`src/rtl/ice_msg_pkg.sv`:
```
package ice_msg_pkg;

    // Host byte stream
    typedef logic [7:0] char_t;
    typedef logic [7:0] eid_t;

    // Message codes sent back to the host
    localparam char_t MSG_ACK = 8'h00;
    localparam char_t MSG_NAK = 8'h01;
    localparam char_t MSG_RX  = 8'h62;

    // Message lengths in bytes, sized for each generator's byte counter
    localparam logic [1:0] ACK_MSG_LEN = 2'd3;
    localparam logic [3:0] RX_MSG_LEN  = 4'd11;

    typedef enum logic [2:0] {
        TX_IDLE,
        TX_GATHER,
        TX_REQUEST,
        TX_WAIT_RESULT,
        TX_REPORT
    } tx_state_t;

    typedef enum logic [1:0] {
        RX_IDLE,
        RX_EMIT,
        RX_RELEASE
    } rx_state_t;

endpackage

```
`src/rtl/mbus_pkg.sv`:
```
package mbus_pkg;

    // Widths seen on the MBus controller side
    localparam int MBUS_WORD_W  = 32;
    localparam int LONG_ADDR_W  = 20;
    localparam int SHORT_ADDR_W = 4;
    localparam int CTRL_BITS_W  = 2;

    // Compare value width of the MBus clock divider
    localparam int CLK_DIV_W = 22;

    // One address or data word of an MBus transaction
    typedef logic [MBUS_WORD_W-1:0] mbus_word_t;

    // Full-prefix node address
    typedef logic [LONG_ADDR_W-1:0] long_addr_t;

    // Enumerated short address
    typedef logic [SHORT_ADDR_W-1:0] short_addr_t;

    // Control bits exported by the controller with each received message
    typedef logic [CTRL_BITS_W-1:0] ctrl_bits_t;

    typedef logic [CLK_DIV_W-1:0] clk_div_t;

    // Short address meaning "not assigned"; also the override's "no override" value
    localparam short_addr_t SHORT_ADDR_NONE = 4'hf;

endpackage

```
`src/rtl/ack_generator.sv`:
```
`timescale 1ns/100ps

module ack_generator (
    input  logic               clk,
    input  logic               reset,
    input  logic               gen_ack,
    input  logic               gen_nak,
    input  ice_msg_pkg::eid_t  eid,
    output ice_msg_pkg::char_t ack_data,
    output logic               ack_data_valid,
    output logic               ack_frame_valid
);
    import ice_msg_pkg::*;

    logic [1:0] byte_idx;
    logic       start;
    eid_t       eid_q;

    assign start = gen_ack | gen_nak;

    always_ff @(posedge clk) begin
        if (reset) begin
            byte_idx        <= 2'd0;
            ack_data_valid  <= 1'b0;
            ack_frame_valid <= 1'b0;
        end else if (start) begin
            // Code byte goes out right away
            byte_idx        <= 2'd1;
            ack_data_valid  <= 1'b1;
            ack_frame_valid <= 1'b1;
        end else if (ack_frame_valid) begin
            if (byte_idx == ACK_MSG_LEN) begin
                byte_idx        <= 2'd0;
                ack_data_valid  <= 1'b0;
                ack_frame_valid <= 1'b0;
            end else begin
                byte_idx <= byte_idx + 2'd1;
            end
        end
    end

    // Code, event id, then a zero byte
    always_ff @(posedge clk) begin
        if (start) begin
            ack_data <= gen_nak ? MSG_NAK : MSG_ACK;
            eid_q    <= eid;
        end else if (byte_idx == 2'd1) begin
            ack_data <= eid_q;
        end else if (byte_idx == 2'd2) begin
            ack_data <= 8'h00;
        end
    end

endmodule

```
`src/rtl/mbus_layer_wrapper.sv`:
```
`timescale 1ns/100ps

module mbus_layer_wrapper (
    input  logic                  clk,
    input  logic                  reset,

    // Board configuration
    input  mbus_pkg::clk_div_t    mbus_clk_div,
    input  mbus_pkg::short_addr_t short_addr_override,
    output logic                  mbus_clk,

    // Host frame in
    input  logic                  host_frame_valid,
    input  ice_msg_pkg::eid_t     host_eid,
    input  ice_msg_pkg::char_t    host_char,
    input  logic                  host_char_valid,
    output logic                  char_advance,

    // Controller TX port
    output mbus_pkg::mbus_word_t  tx_addr,
    output mbus_pkg::mbus_word_t  tx_data,
    output logic                  tx_req,
    output logic                  tx_pend,
    input  logic                  tx_ack,
    input  logic                  tx_fail,
    input  logic                  tx_succ,
    output logic                  tx_resp_ack,

    // Controller RX port
    input  mbus_pkg::mbus_word_t  rx_addr,
    input  mbus_pkg::mbus_word_t  rx_data,
    input  logic                  rx_req,
    input  logic                  rx_pend,
    input  logic                  rx_fail,
    input  logic                  rx_broadcast,
    input  mbus_pkg::ctrl_bits_t  rx_ctrl_bits,
    output logic                  rx_ack,

    // Short address register port of the controller
    input  logic                  addr_write,
    input  logic                  addr_invalid,
    input  mbus_pkg::short_addr_t addr_write_value,
    output mbus_pkg::short_addr_t assigned_addr,
    output logic                  assigned_addr_valid,

    // Host message streams out
    output ice_msg_pkg::char_t    ack_data,
    output logic                  ack_data_valid,
    output logic                  ack_frame_valid,
    output ice_msg_pkg::char_t    rx_data_out,
    output logic                  rx_data_valid,
    output logic                  rx_frame_valid,

    input  ice_msg_pkg::char_t    global_counter,
    output logic                  global_counter_inc
);
    import mbus_pkg::*;
    import ice_msg_pkg::*;

    clk_div_t    mbus_clk_count;
    logic [7:0]  sync_meta;
    logic [7:0]  sync_out;
    logic        tx_ack_sync, tx_succ_sync, tx_fail_sync;
    logic        rx_req_sync, rx_pend_sync, rx_fail_sync;
    logic        addr_write_sync, addr_invalid_sync;
    short_addr_t reg_addr;
    logic        reg_addr_valid;
    eid_t        frame_eid;
    logic        gen_ack, gen_nak;

    // MBus clock, toggles every mbus_clk_div+1 cycles
    always_ff @(posedge clk) begin
        if (reset) begin
            mbus_clk_count <= '0;
            mbus_clk       <= 1'b0;
        end else if (mbus_clk_count == mbus_clk_div) begin
            mbus_clk_count <= '0;
            mbus_clk       <= ~mbus_clk;
        end else begin
            mbus_clk_count <= mbus_clk_count + clk_div_t'(1);
        end
    end

    // Two-flop synchronizers for the controller strobes
    always_ff @(posedge clk) begin
        if (reset) begin
            sync_meta <= 8'h00;
            sync_out  <= 8'h00;
        end else begin
            sync_meta <= {addr_invalid, addr_write, rx_fail, rx_pend,
                          rx_req, tx_fail, tx_succ, tx_ack};
            sync_out  <= sync_meta;
        end
    end

    assign tx_ack_sync       = sync_out[0];
    assign tx_succ_sync      = sync_out[1];
    assign tx_fail_sync      = sync_out[2];
    assign rx_req_sync       = sync_out[3];
    assign rx_pend_sync      = sync_out[4];
    assign rx_fail_sync      = sync_out[5];
    assign addr_write_sync   = sync_out[6];
    assign addr_invalid_sync = sync_out[7];

    // Address assigned through the controller, write wins over invalidate
    always_ff @(posedge clk) begin
        if (reset) begin
            reg_addr       <= SHORT_ADDR_NONE;
            reg_addr_valid <= 1'b0;
        end else if (addr_write_sync) begin
            reg_addr       <= addr_write_value;
            reg_addr_valid <= 1'b1;
        end else if (addr_invalid_sync) begin
            reg_addr       <= SHORT_ADDR_NONE;
            reg_addr_valid <= 1'b0;
        end
    end

    // A host-set address overrides the enumerated one
    always_comb begin
        if (short_addr_override != SHORT_ADDR_NONE) begin
            assigned_addr       = short_addr_override;
            assigned_addr_valid = 1'b1;
        end else begin
            assigned_addr       = reg_addr;
            assigned_addr_valid = reg_addr_valid;
        end
    end

    // Event id kept past the end of the frame for the late ACK/NAK
    always_ff @(posedge clk) begin
        if (host_frame_valid) begin
            frame_eid <= host_eid;
        end
    end

    mbus_tx_driver i_mbus_tx_driver (
        .clk              (clk),
        .reset            (reset),
        .host_frame_valid (host_frame_valid),
        .host_char        (host_char),
        .host_char_valid  (host_char_valid),
        .char_advance     (char_advance),
        .tx_addr          (tx_addr),
        .tx_data          (tx_data),
        .tx_req           (tx_req),
        .tx_pend          (tx_pend),
        .tx_ack           (tx_ack_sync),
        .tx_succ          (tx_succ_sync),
        .tx_fail          (tx_fail_sync),
        .tx_resp_ack      (tx_resp_ack),
        .gen_ack          (gen_ack),
        .gen_nak          (gen_nak)
    );

    mbus_rx_driver i_mbus_rx_driver (
        .clk                (clk),
        .reset              (reset),
        .rx_addr            (rx_addr),
        .rx_data            (rx_data),
        .rx_broadcast       (rx_broadcast),
        .rx_ctrl_bits       (rx_ctrl_bits),
        .rx_req             (rx_req_sync),
        .rx_pend            (rx_pend_sync),
        .rx_fail            (rx_fail_sync),
        .rx_ack             (rx_ack),
        .global_counter     (global_counter),
        .global_counter_inc (global_counter_inc),
        .rx_data_out        (rx_data_out),
        .rx_data_valid      (rx_data_valid),
        .rx_frame_valid     (rx_frame_valid)
    );

    ack_generator i_ack_generator (
        .clk             (clk),
        .reset           (reset),
        .gen_ack         (gen_ack),
        .gen_nak         (gen_nak),
        .eid             (frame_eid),
        .ack_data        (ack_data),
        .ack_data_valid  (ack_data_valid),
        .ack_frame_valid (ack_frame_valid)
    );

endmodule

```
`src/rtl/mbus_rx_driver.sv`:
```
`timescale 1ns/100ps

module mbus_rx_driver (
    input  logic                 clk,
    input  logic                 reset,

    // Controller RX port, strobes already synchronized
    input  mbus_pkg::mbus_word_t rx_addr,
    input  mbus_pkg::mbus_word_t rx_data,
    input  logic                 rx_broadcast,
    input  mbus_pkg::ctrl_bits_t rx_ctrl_bits,
    input  logic                 rx_req,
    input  logic                 rx_pend,
    input  logic                 rx_fail,
    output logic                 rx_ack,

    // Time tag
    input  ice_msg_pkg::char_t   global_counter,
    output logic                 global_counter_inc,

    // Host message stream
    output ice_msg_pkg::char_t   rx_data_out,
    output logic                 rx_data_valid,
    output logic                 rx_frame_valid
);
    import mbus_pkg::*;
    import ice_msg_pkg::*;

    rx_state_t  state;
    logic [3:0] byte_idx;
    logic       capture;
    mbus_word_t addr_q;
    mbus_word_t data_q;
    char_t      flags_q;
    char_t      stamp_q;
    char_t      next_byte;

    assign capture = (state == RX_IDLE) & rx_req;

    // Message layout: type, time tag, flags, address, data
    always_comb begin
        case (byte_idx)
            4'd0:    next_byte = MSG_RX;
            4'd1:    next_byte = stamp_q;
            4'd2:    next_byte = flags_q;
            4'd3:    next_byte = addr_q[31:24];
            4'd4:    next_byte = addr_q[23:16];
            4'd5:    next_byte = addr_q[15:8];
            4'd6:    next_byte = addr_q[7:0];
            4'd7:    next_byte = data_q[31:24];
            4'd8:    next_byte = data_q[23:16];
            4'd9:    next_byte = data_q[15:8];
            4'd10:   next_byte = data_q[7:0];
            default: next_byte = 8'h00;
        endcase
    end

    always_ff @(posedge clk) begin
        if (reset) begin
            state              <= RX_IDLE;
            byte_idx           <= 4'd0;
            rx_ack             <= 1'b0;
            global_counter_inc <= 1'b0;
            rx_data_valid      <= 1'b0;
            rx_frame_valid     <= 1'b0;
        end else begin
            rx_ack             <= 1'b0;
            global_counter_inc <= 1'b0;

            case (state)
                RX_IDLE: begin
                    if (rx_req) begin
                        rx_ack             <= 1'b1;
                        global_counter_inc <= 1'b1;
                        byte_idx           <= 4'd0;
                        state              <= RX_EMIT;
                    end
                end

                RX_EMIT: begin
                    rx_data_valid  <= 1'b1;
                    rx_frame_valid <= 1'b1;
                    byte_idx       <= byte_idx + 4'd1;
                    if (byte_idx == RX_MSG_LEN - 4'd1) begin
                        state <= RX_RELEASE;
                    end
                end

                RX_RELEASE: begin
                    rx_data_valid  <= 1'b0;
                    rx_frame_valid <= 1'b0;
                    // Next word only after the controller drops its request
                    if (!rx_req) begin
                        state <= RX_IDLE;
                    end
                end

                default: state <= RX_IDLE;
            endcase
        end
    end

    always_ff @(posedge clk) begin
        if (capture) begin
            addr_q  <= rx_addr;
            data_q  <= rx_data;
            flags_q <= {3'b000, rx_fail, rx_pend, rx_broadcast, rx_ctrl_bits};
            stamp_q <= global_counter;
        end
        if (state == RX_EMIT) begin
            rx_data_out <= next_byte;
        end
    end

endmodule

```
`src/rtl/mbus_tx_driver.sv`:
```
`timescale 1ns/100ps

module mbus_tx_driver (
    input  logic                 clk,
    input  logic                 reset,

    // Host character stream
    input  logic                 host_frame_valid,
    input  ice_msg_pkg::char_t   host_char,
    input  logic                 host_char_valid,
    output logic                 char_advance,

    // Controller TX port, strobes already synchronized
    output mbus_pkg::mbus_word_t tx_addr,
    output mbus_pkg::mbus_word_t tx_data,
    output logic                 tx_req,
    output logic                 tx_pend,
    input  logic                 tx_ack,
    input  logic                 tx_succ,
    input  logic                 tx_fail,
    output logic                 tx_resp_ack,

    // Outcome pulses for the ACK/NAK message
    output logic                 gen_ack,
    output logic                 gen_nak
);
    import mbus_pkg::*;
    import ice_msg_pkg::*;

    tx_state_t   state;
    logic [1:0]  byte_cnt;
    logic        have_addr;
    logic        word_sent;
    logic [23:0] shift_bytes;
    mbus_word_t  next_word;
    logic        word_done;

    // Characters are only taken while gathering
    assign char_advance = (state == TX_GATHER) & host_frame_valid & host_char_valid;

    // Most significant character arrives first
    assign next_word = {shift_bytes, host_char};
    assign word_done = char_advance & (byte_cnt == 2'd3);

    always_ff @(posedge clk) begin
        if (reset) begin
            state       <= TX_IDLE;
            byte_cnt    <= 2'd0;
            have_addr   <= 1'b0;
            word_sent   <= 1'b0;
            tx_req      <= 1'b0;
            tx_pend     <= 1'b0;
            tx_resp_ack <= 1'b0;
            gen_ack     <= 1'b0;
            gen_nak     <= 1'b0;
        end else begin
            tx_resp_ack <= 1'b0;
            gen_ack     <= 1'b0;
            gen_nak     <= 1'b0;

            case (state)
                TX_IDLE: begin
                    if (host_frame_valid) begin
                        byte_cnt  <= 2'd0;
                        have_addr <= 1'b0;
                        word_sent <= 1'b0;
                        tx_pend   <= 1'b0;
                        state     <= TX_GATHER;
                    end
                end

                TX_GATHER: begin
                    if (char_advance) begin
                        byte_cnt <= byte_cnt + 2'd1;
                        if (word_done) begin
                            // First word is the address, every later one a data word
                            if (have_addr) begin
                                state <= TX_REQUEST;
                            end else begin
                                have_addr <= 1'b1;
                            end
                        end
                    end else if (!host_frame_valid) begin
                        // Partial word or address only: reject without a request
                        if (byte_cnt != 2'd0 || !word_sent) begin
                            gen_nak <= 1'b1;
                            state   <= TX_REPORT;
                        end else begin
                            state <= TX_WAIT_RESULT;
                        end
                    end
                end

                TX_REQUEST: begin
                    // Previous acknowledge must have dropped before a new request
                    if (!tx_req && !tx_ack) begin
                        tx_req  <= 1'b1;
                        tx_pend <= host_frame_valid;
                    end else if (tx_req && tx_ack) begin
                        tx_req    <= 1'b0;
                        word_sent <= 1'b1;
                        state     <= tx_pend ? TX_GATHER : TX_WAIT_RESULT;
                    end
                end

                TX_WAIT_RESULT: begin
                    if (tx_succ || tx_fail) begin
                        tx_resp_ack <= 1'b1;
                        gen_ack     <= tx_succ;
                        gen_nak     <= ~tx_succ;
                        state       <= TX_REPORT;
                    end
                end

                TX_REPORT: begin
                    // Wait for the result strobes and the frame to clear
                    if (!tx_succ && !tx_fail && !host_frame_valid) begin
                        state <= TX_IDLE;
                    end
                end

                default: state <= TX_IDLE;
            endcase
        end
    end

    // Word assembly
    always_ff @(posedge clk) begin
        if (char_advance) begin
            shift_bytes <= next_word[23:0];
            if (word_done) begin
                if (have_addr) begin
                    tx_data <= next_word;
                end else begin
                    tx_addr <= next_word;
                end
            end
        end
    end

endmodule

```
`config.mk`:
```
export PLATFORM = sky130hd
export DESIGN_NAME = mbus_layer_wrapper
export DESIGN_NICKNAME = d
export VERILOG_FILES = /design/src/rtl/ice_msg_pkg.sv /design/src/rtl/mbus_pkg.sv /design/src/rtl/ack_generator.sv /design/src/rtl/mbus_layer_wrapper.sv /design/src/rtl/mbus_rx_driver.sv /design/src/rtl/mbus_tx_driver.sv
export SDC_FILE = /design/constraint.sdc
export NUM_CORES = 1
export LEC_CHECK = 0
export BUFFER_PORTS_ARGS = -buffer_cell sky130_fd_sc_hd__buf_4
export CAP_MARGIN = 20
export CORE_MARGIN = 3
export CORE_UTILIZATION = 46
export DETAILED_ROUTE_END_ITERATION = 6
export GPL_ROUTABILITY_DRIVEN = 0
export GPL_TIMING_DRIVEN = 0
export PLACE_DENSITY = 0.7
export SLEW_MARGIN = 20
export SYNTH_ARGS = -nofsm -noshare
export SYNTH_HDL_FRONTEND = slang
export SYNTH_HIERARCHICAL = 1
export SYNTH_SLANG_ARGS = --single-unit
```
`constraint.sdc`:
```
create_clock -name clk -period 9.4 [get_ports clk]
set_input_delay 0 -clock clk [delete_from_list [all_inputs] [get_ports clk]]
set_output_delay 0 -clock clk [all_outputs]
set_load 0.05 [all_outputs]
```
==> impl_summary.txt <==
----------------------------------------------------
[Run status]
  Outcome ... completed

[Routing]
  Routed length per instance ... 17.4 microns
  Vias ... slightly below 7000
  Met1 wire length ... 9580 microns
  Met3 wire length ... 1370 microns
  Per-cell via count in the routed design ... between 5 and 6
  Sum of met2 wire segment lengths after detailed routing ... 11500 microns
  Highest routing layer actually used ... met4
  Routed Antenna Nets ... 0
  Final routed DRC violation total ... 0
  First-iteration detailed-routing DRC count ... between 400 and 500
  Count of TritonRoute iterations in the first routing pass ... 4
  Routed WL ... around 23000 microns

[Critical path]
  Required arrival time at the worst endpoint ... approximately 9.6 ns
  Worst Path Max Fanout ... 30
  Number of cell instances on the worst register-to-register path ... 7
  Internal reg-to-reg setup slack ... 6.86 ns
  Endpoint kind of the worst setup timing path ... register
  Critical Path Start Type ... register
  Critical path class ... register to register
  Critical path arrival ... approximately 2.8 ns
  Endpoint of the worst-slack reg-to-reg timing path ... i_mbus_tx_driver/tx_addr[21]
  Crit Reg-Reg Startpoint ... i_mbus_tx_driver/state[0]

[Global routing]
  Total global routing track utilization ... 0.191
  Global route total overflow ... 0
  Antenna violations before repair ... 0
  Largest net degree at the start of global routing ... 61
  Via count of the first global-routing pass ... 6758
  Wire length of the first global-routing pass ... around 36000 microns

[Logic synthesis]
  Flip-flop and latch count after synthesis ... approximately 270
  Top FF cell, synth ... sky130_fd_sc_hd__edfxtp_1
  Adder-Cell Fraction of Synth Area ... 0.0201
  Count of unique library cells instantiated by Yosys ... 66
  Number of nets produced by synthesis ... 820
  Xor and xnor fraction of the mapped netlist area ... 0.0377
  Netlist Area Pre-Place ... between 9000 and 10000 sq um
  Most frequent cell after synthesis ... sky130_fd_sc_hd__edfxtp_1
  Area fraction in compound gates after synthesis ... 0.0780
  Sequential share of the synthesized area ... 0.729
  Count of flip-flops with a built-in enable after synthesis ... 197
  Cell type contributing the most total cell area after synthesis ... sky130_fd_sc_hd__edfxtp_1
  Post-synthesis cell count ... 671
  Post-synth top cells ... sky130_fd_sc_hd__edfxtp_1 (197), sky130_fd_sc_hd__dfxtp_1 (68), sky130_fd_sc_hd__nor2_1 (54)
  Warnings, synthesis ... 6
  Mean instance size in the synthesized netlist ... 14.9 sq um
  Post-synthesis async set-or-reset flop share ... 0
  Area share of the largest cell type after synthesis ... 0.593
  Post-synthesis mux area share ... 0.00526
  Largest family of logic cells by synthesized area ... simple AND/OR/NAND/NOR gates
  Largest cells by area after synthesis ... sky130_fd_sc_hd__edfxtp_1 (59%), sky130_fd_sc_hd__dfxtp_1 (14%), sky130_fd_sc_hd__xor2_1 (3.2%)
  Post-Synth Simple-Gate Area ... 0.103

[Pwr]
  Maximum resistive drop on vdd ... 0.159 mV
  Static Leakage ... roughly 5.4 nW
  Power per unit of standard cell area ... between 150 and 200 nW/um^2

[STA]
  Final clock skew ... 0.00818 ns
  Setup Total Neg Slack ... 0 ns
  Final Max Slew Viols ... 0
  Worst hold margin ... around 0.017 ns
  Tightest Pin Transition ... around 0.8 ns
  Number of failing hold endpoints at the final stage ... 0
  Unrepaired setup endpoints after global routing ... no
  Maximum clock rate ... approximately 390 MHz
  Max_slew headroom ... 0.459
  Final critical-path share of the clock period ... 0.270
  Shortest period the worst path allows ... between 2 and 3 ns
  Final number of setup-violating endpoints ... 0

[Place]
  HPWL reported at the end of detailed placement ... 15300 microns
  # port buffers ... roughly 230

[Clock tree]
  Clock latency at the later pin of the worst-skew pair ... 0.53 ns
  TritonCTS clock tree ... yes
  CTS-repair resized insts ... 0
  H-tree depth ... 1
  Num CTS Buffers ... 28
  CTS sink count ... around 270
  Number of buffers on the longest clock path ... 3
  Cell at the root of the clock tree ... sky130_fd_sc_hd__clkbuf_16
  Worst-path clk slew ... ~0.06 ns

[Layout]
  Fraction of final layout cells with drive strength greater than 1 ... 0.304
  Area added between synthesis and finish ... 41.7%
  Count of antenna diodes in the layout ... 0
  Final layout net count ... 1187
  Post-Route Utilization ... 0.669

[Worst hold path]
  Worst hold path depth ... 5
  Sink of the worst hold path ... mbus_clk_count[7]
  Min-Delay Startpoint ... mbus_clk_div[12]
  Class of the tightest hold or removal check ... primary input to register

[Floorplanning]
  Number of top-level pins ... about 230
  Area enclosed by the die boundary ... roughly 24000 sq um
  Die height ... ~150 microns
  Width of the die ... around 150 microns
  Effective utilization at floorplan ... 0.472
  Area inside the core boundary ... roughly 21000 sq um
  Num rows ... 53

[Run]
  Max-Cap Viols ... 0

----------------------------------------------------
## routing by layer
| layer | vias up | GRT usage |
|---|---|---|
| met4 | 0 | 0.0666 |
| met2 | 228 | 0.321 |
| met5 | - | 0 |
| li1 | 3235 | - |
| met3 | 55 | 0.0360 |
| met1 | 3210 | 0.251 |
## cell families after synthesis
group	after synthesis
and+or+nand+nor	191
xor gates and xnor gates	43
adders and majority gates	16
buffers and inverters	49
muxes	5
DFF	265
AOI/OAI and AO/OA	102
## worst max-delay path, cell delays in order (launching register included)
cell	delay, ns
sky130_fd_sc_hd__dfxtp_1	0.30
sky130_fd_sc_hd__buf_2	0.20
sky130_fd_sc_hd__nor4bb_4	0.35
sky130_fd_sc_hd__and2_1	0.18
sky130_fd_sc_hd__buf_4	0.36
sky130_fd_sc_hd__nand2_2	0.15
sky130_fd_sc_hd__nor2_4	0.45
sky130_fd_sc_hd__buf_16	0.23
## cell type report
cell class              count  area [sq um]
well taps                 275           344
repair buffers            337          2850
clock buffers              38           787
plain buffers              32           208
fillers                  1544          7010
inverters                  17          63.8
multi-input cells         357          2450
clock inverters            13           171
flip-flops and latches    265          7280
## power breakdown
group          switching [mW]  leakage [nW]  total, mW  internal [mW]
combinational           0.138          2.62      0.263          0.125
clock                   0.432         0.472       1.13          0.695
sequential             0.0224          2.35       1.33           1.31
total                   0.592          5.44       2.72           2.13
## flip-flops by register name, summed over array words and instances, names as in the netlist, 22 cells and up
name,count
i_mbus_tx_driver/shift_bytes,24
mbus_clk_count,22
i_mbus_tx_driver/tx_data,32
i_mbus_tx_driver/tx_addr,32
i_mbus_rx_driver/addr_q,32
i_mbus_rx_driver/data_q,32
## cells in the final DEF, fill, tap and decap left out, drive strengths merged, types with 3 or more instances in the layout
| cell | synthesis | layout |
|---|---|---|
| nand3 | 17 | 17 |
| nor3 | 9 | 9 |
| dlygate4sd3 | 0 | 106 |
| mux2i | 3 | 3 |
| nand3b | 4 | 4 |
| nor2 | 54 | 54 |
| nor3b | 5 | 5 |
| nor4 | 5 | 5 |
| nand4 | 7 | 7 |
| nand2 | 27 | 27 |
| dfxtp | 68 | 68 |
| clkbuf | 9 | 47 |
| buf | 23 | 254 |
| ha | 16 | 16 |
| and2 | 6 | 6 |
| and3 | 12 | 12 |
| a311oi | 5 | 5 |
| a22oi | 15 | 15 |
| inv | 17 | 18 |
| edfxtp | 197 | 197 |
| nor2b | 28 | 28 |
| clkinv | 0 | 7 |
| a211oi | 6 | 6 |
| and4 | 3 | 3 |
| a222oi | 9 | 9 |
| xor2 | 36 | 36 |
| nand2b | 8 | 8 |
| a21oi | 30 | 30 |
| o21ai | 11 | 11 |
| xnor2 | 7 | 7 |
| bufinv | 0 | 4 |
## metrics by stage
| step | instance area [sq um] | setup WS [ns] | cells | power, mW |
|---|---|---|---|---|
| detailed placement | 12100 | 6.83 | 1177 | 1.58 |
| finish | 14100 | 6.86 | 1334 | 2.72 |
| global placement | 12000 | 5.24 | 1174 | 1.58 |
| global route | 14100 | 6.59 | 1334 | 2.82 |
| floorplan | 9980 | 6.24 | 671 | 1.49 |
| CTS | 14100 | 6.81 | 1334 | 2.75 |
## worst max path at each step
stage                                    startpoint                      endpoint  slack (ns)  cells past startpoint
after floorplan           i_mbus_tx_driver/state[0]   i_mbus_tx_driver/tx_addr[0]        6.24                      6
after global placement    i_mbus_tx_driver/state[0]  i_mbus_tx_driver/tx_addr[31]        5.24                      6
after detailed placement  i_mbus_tx_driver/state[0]  i_mbus_tx_driver/tx_addr[29]        6.83                      7
after CTS                 i_mbus_tx_driver/state[0]   i_mbus_tx_driver/tx_addr[7]        6.81                      7
after global routing      i_mbus_tx_driver/state[0]   i_mbus_tx_driver/tx_addr[0]        6.59                      7
final                     i_mbus_tx_driver/state[0]  i_mbus_tx_driver/tx_addr[21]        6.86                      7
## timing repair
action,CTS,global route
hold buffers,106,0
setup buffers,0,0
endpoints found under the hold margin,140,0
No activity file was read; power rests on OpenSTA's default activity.
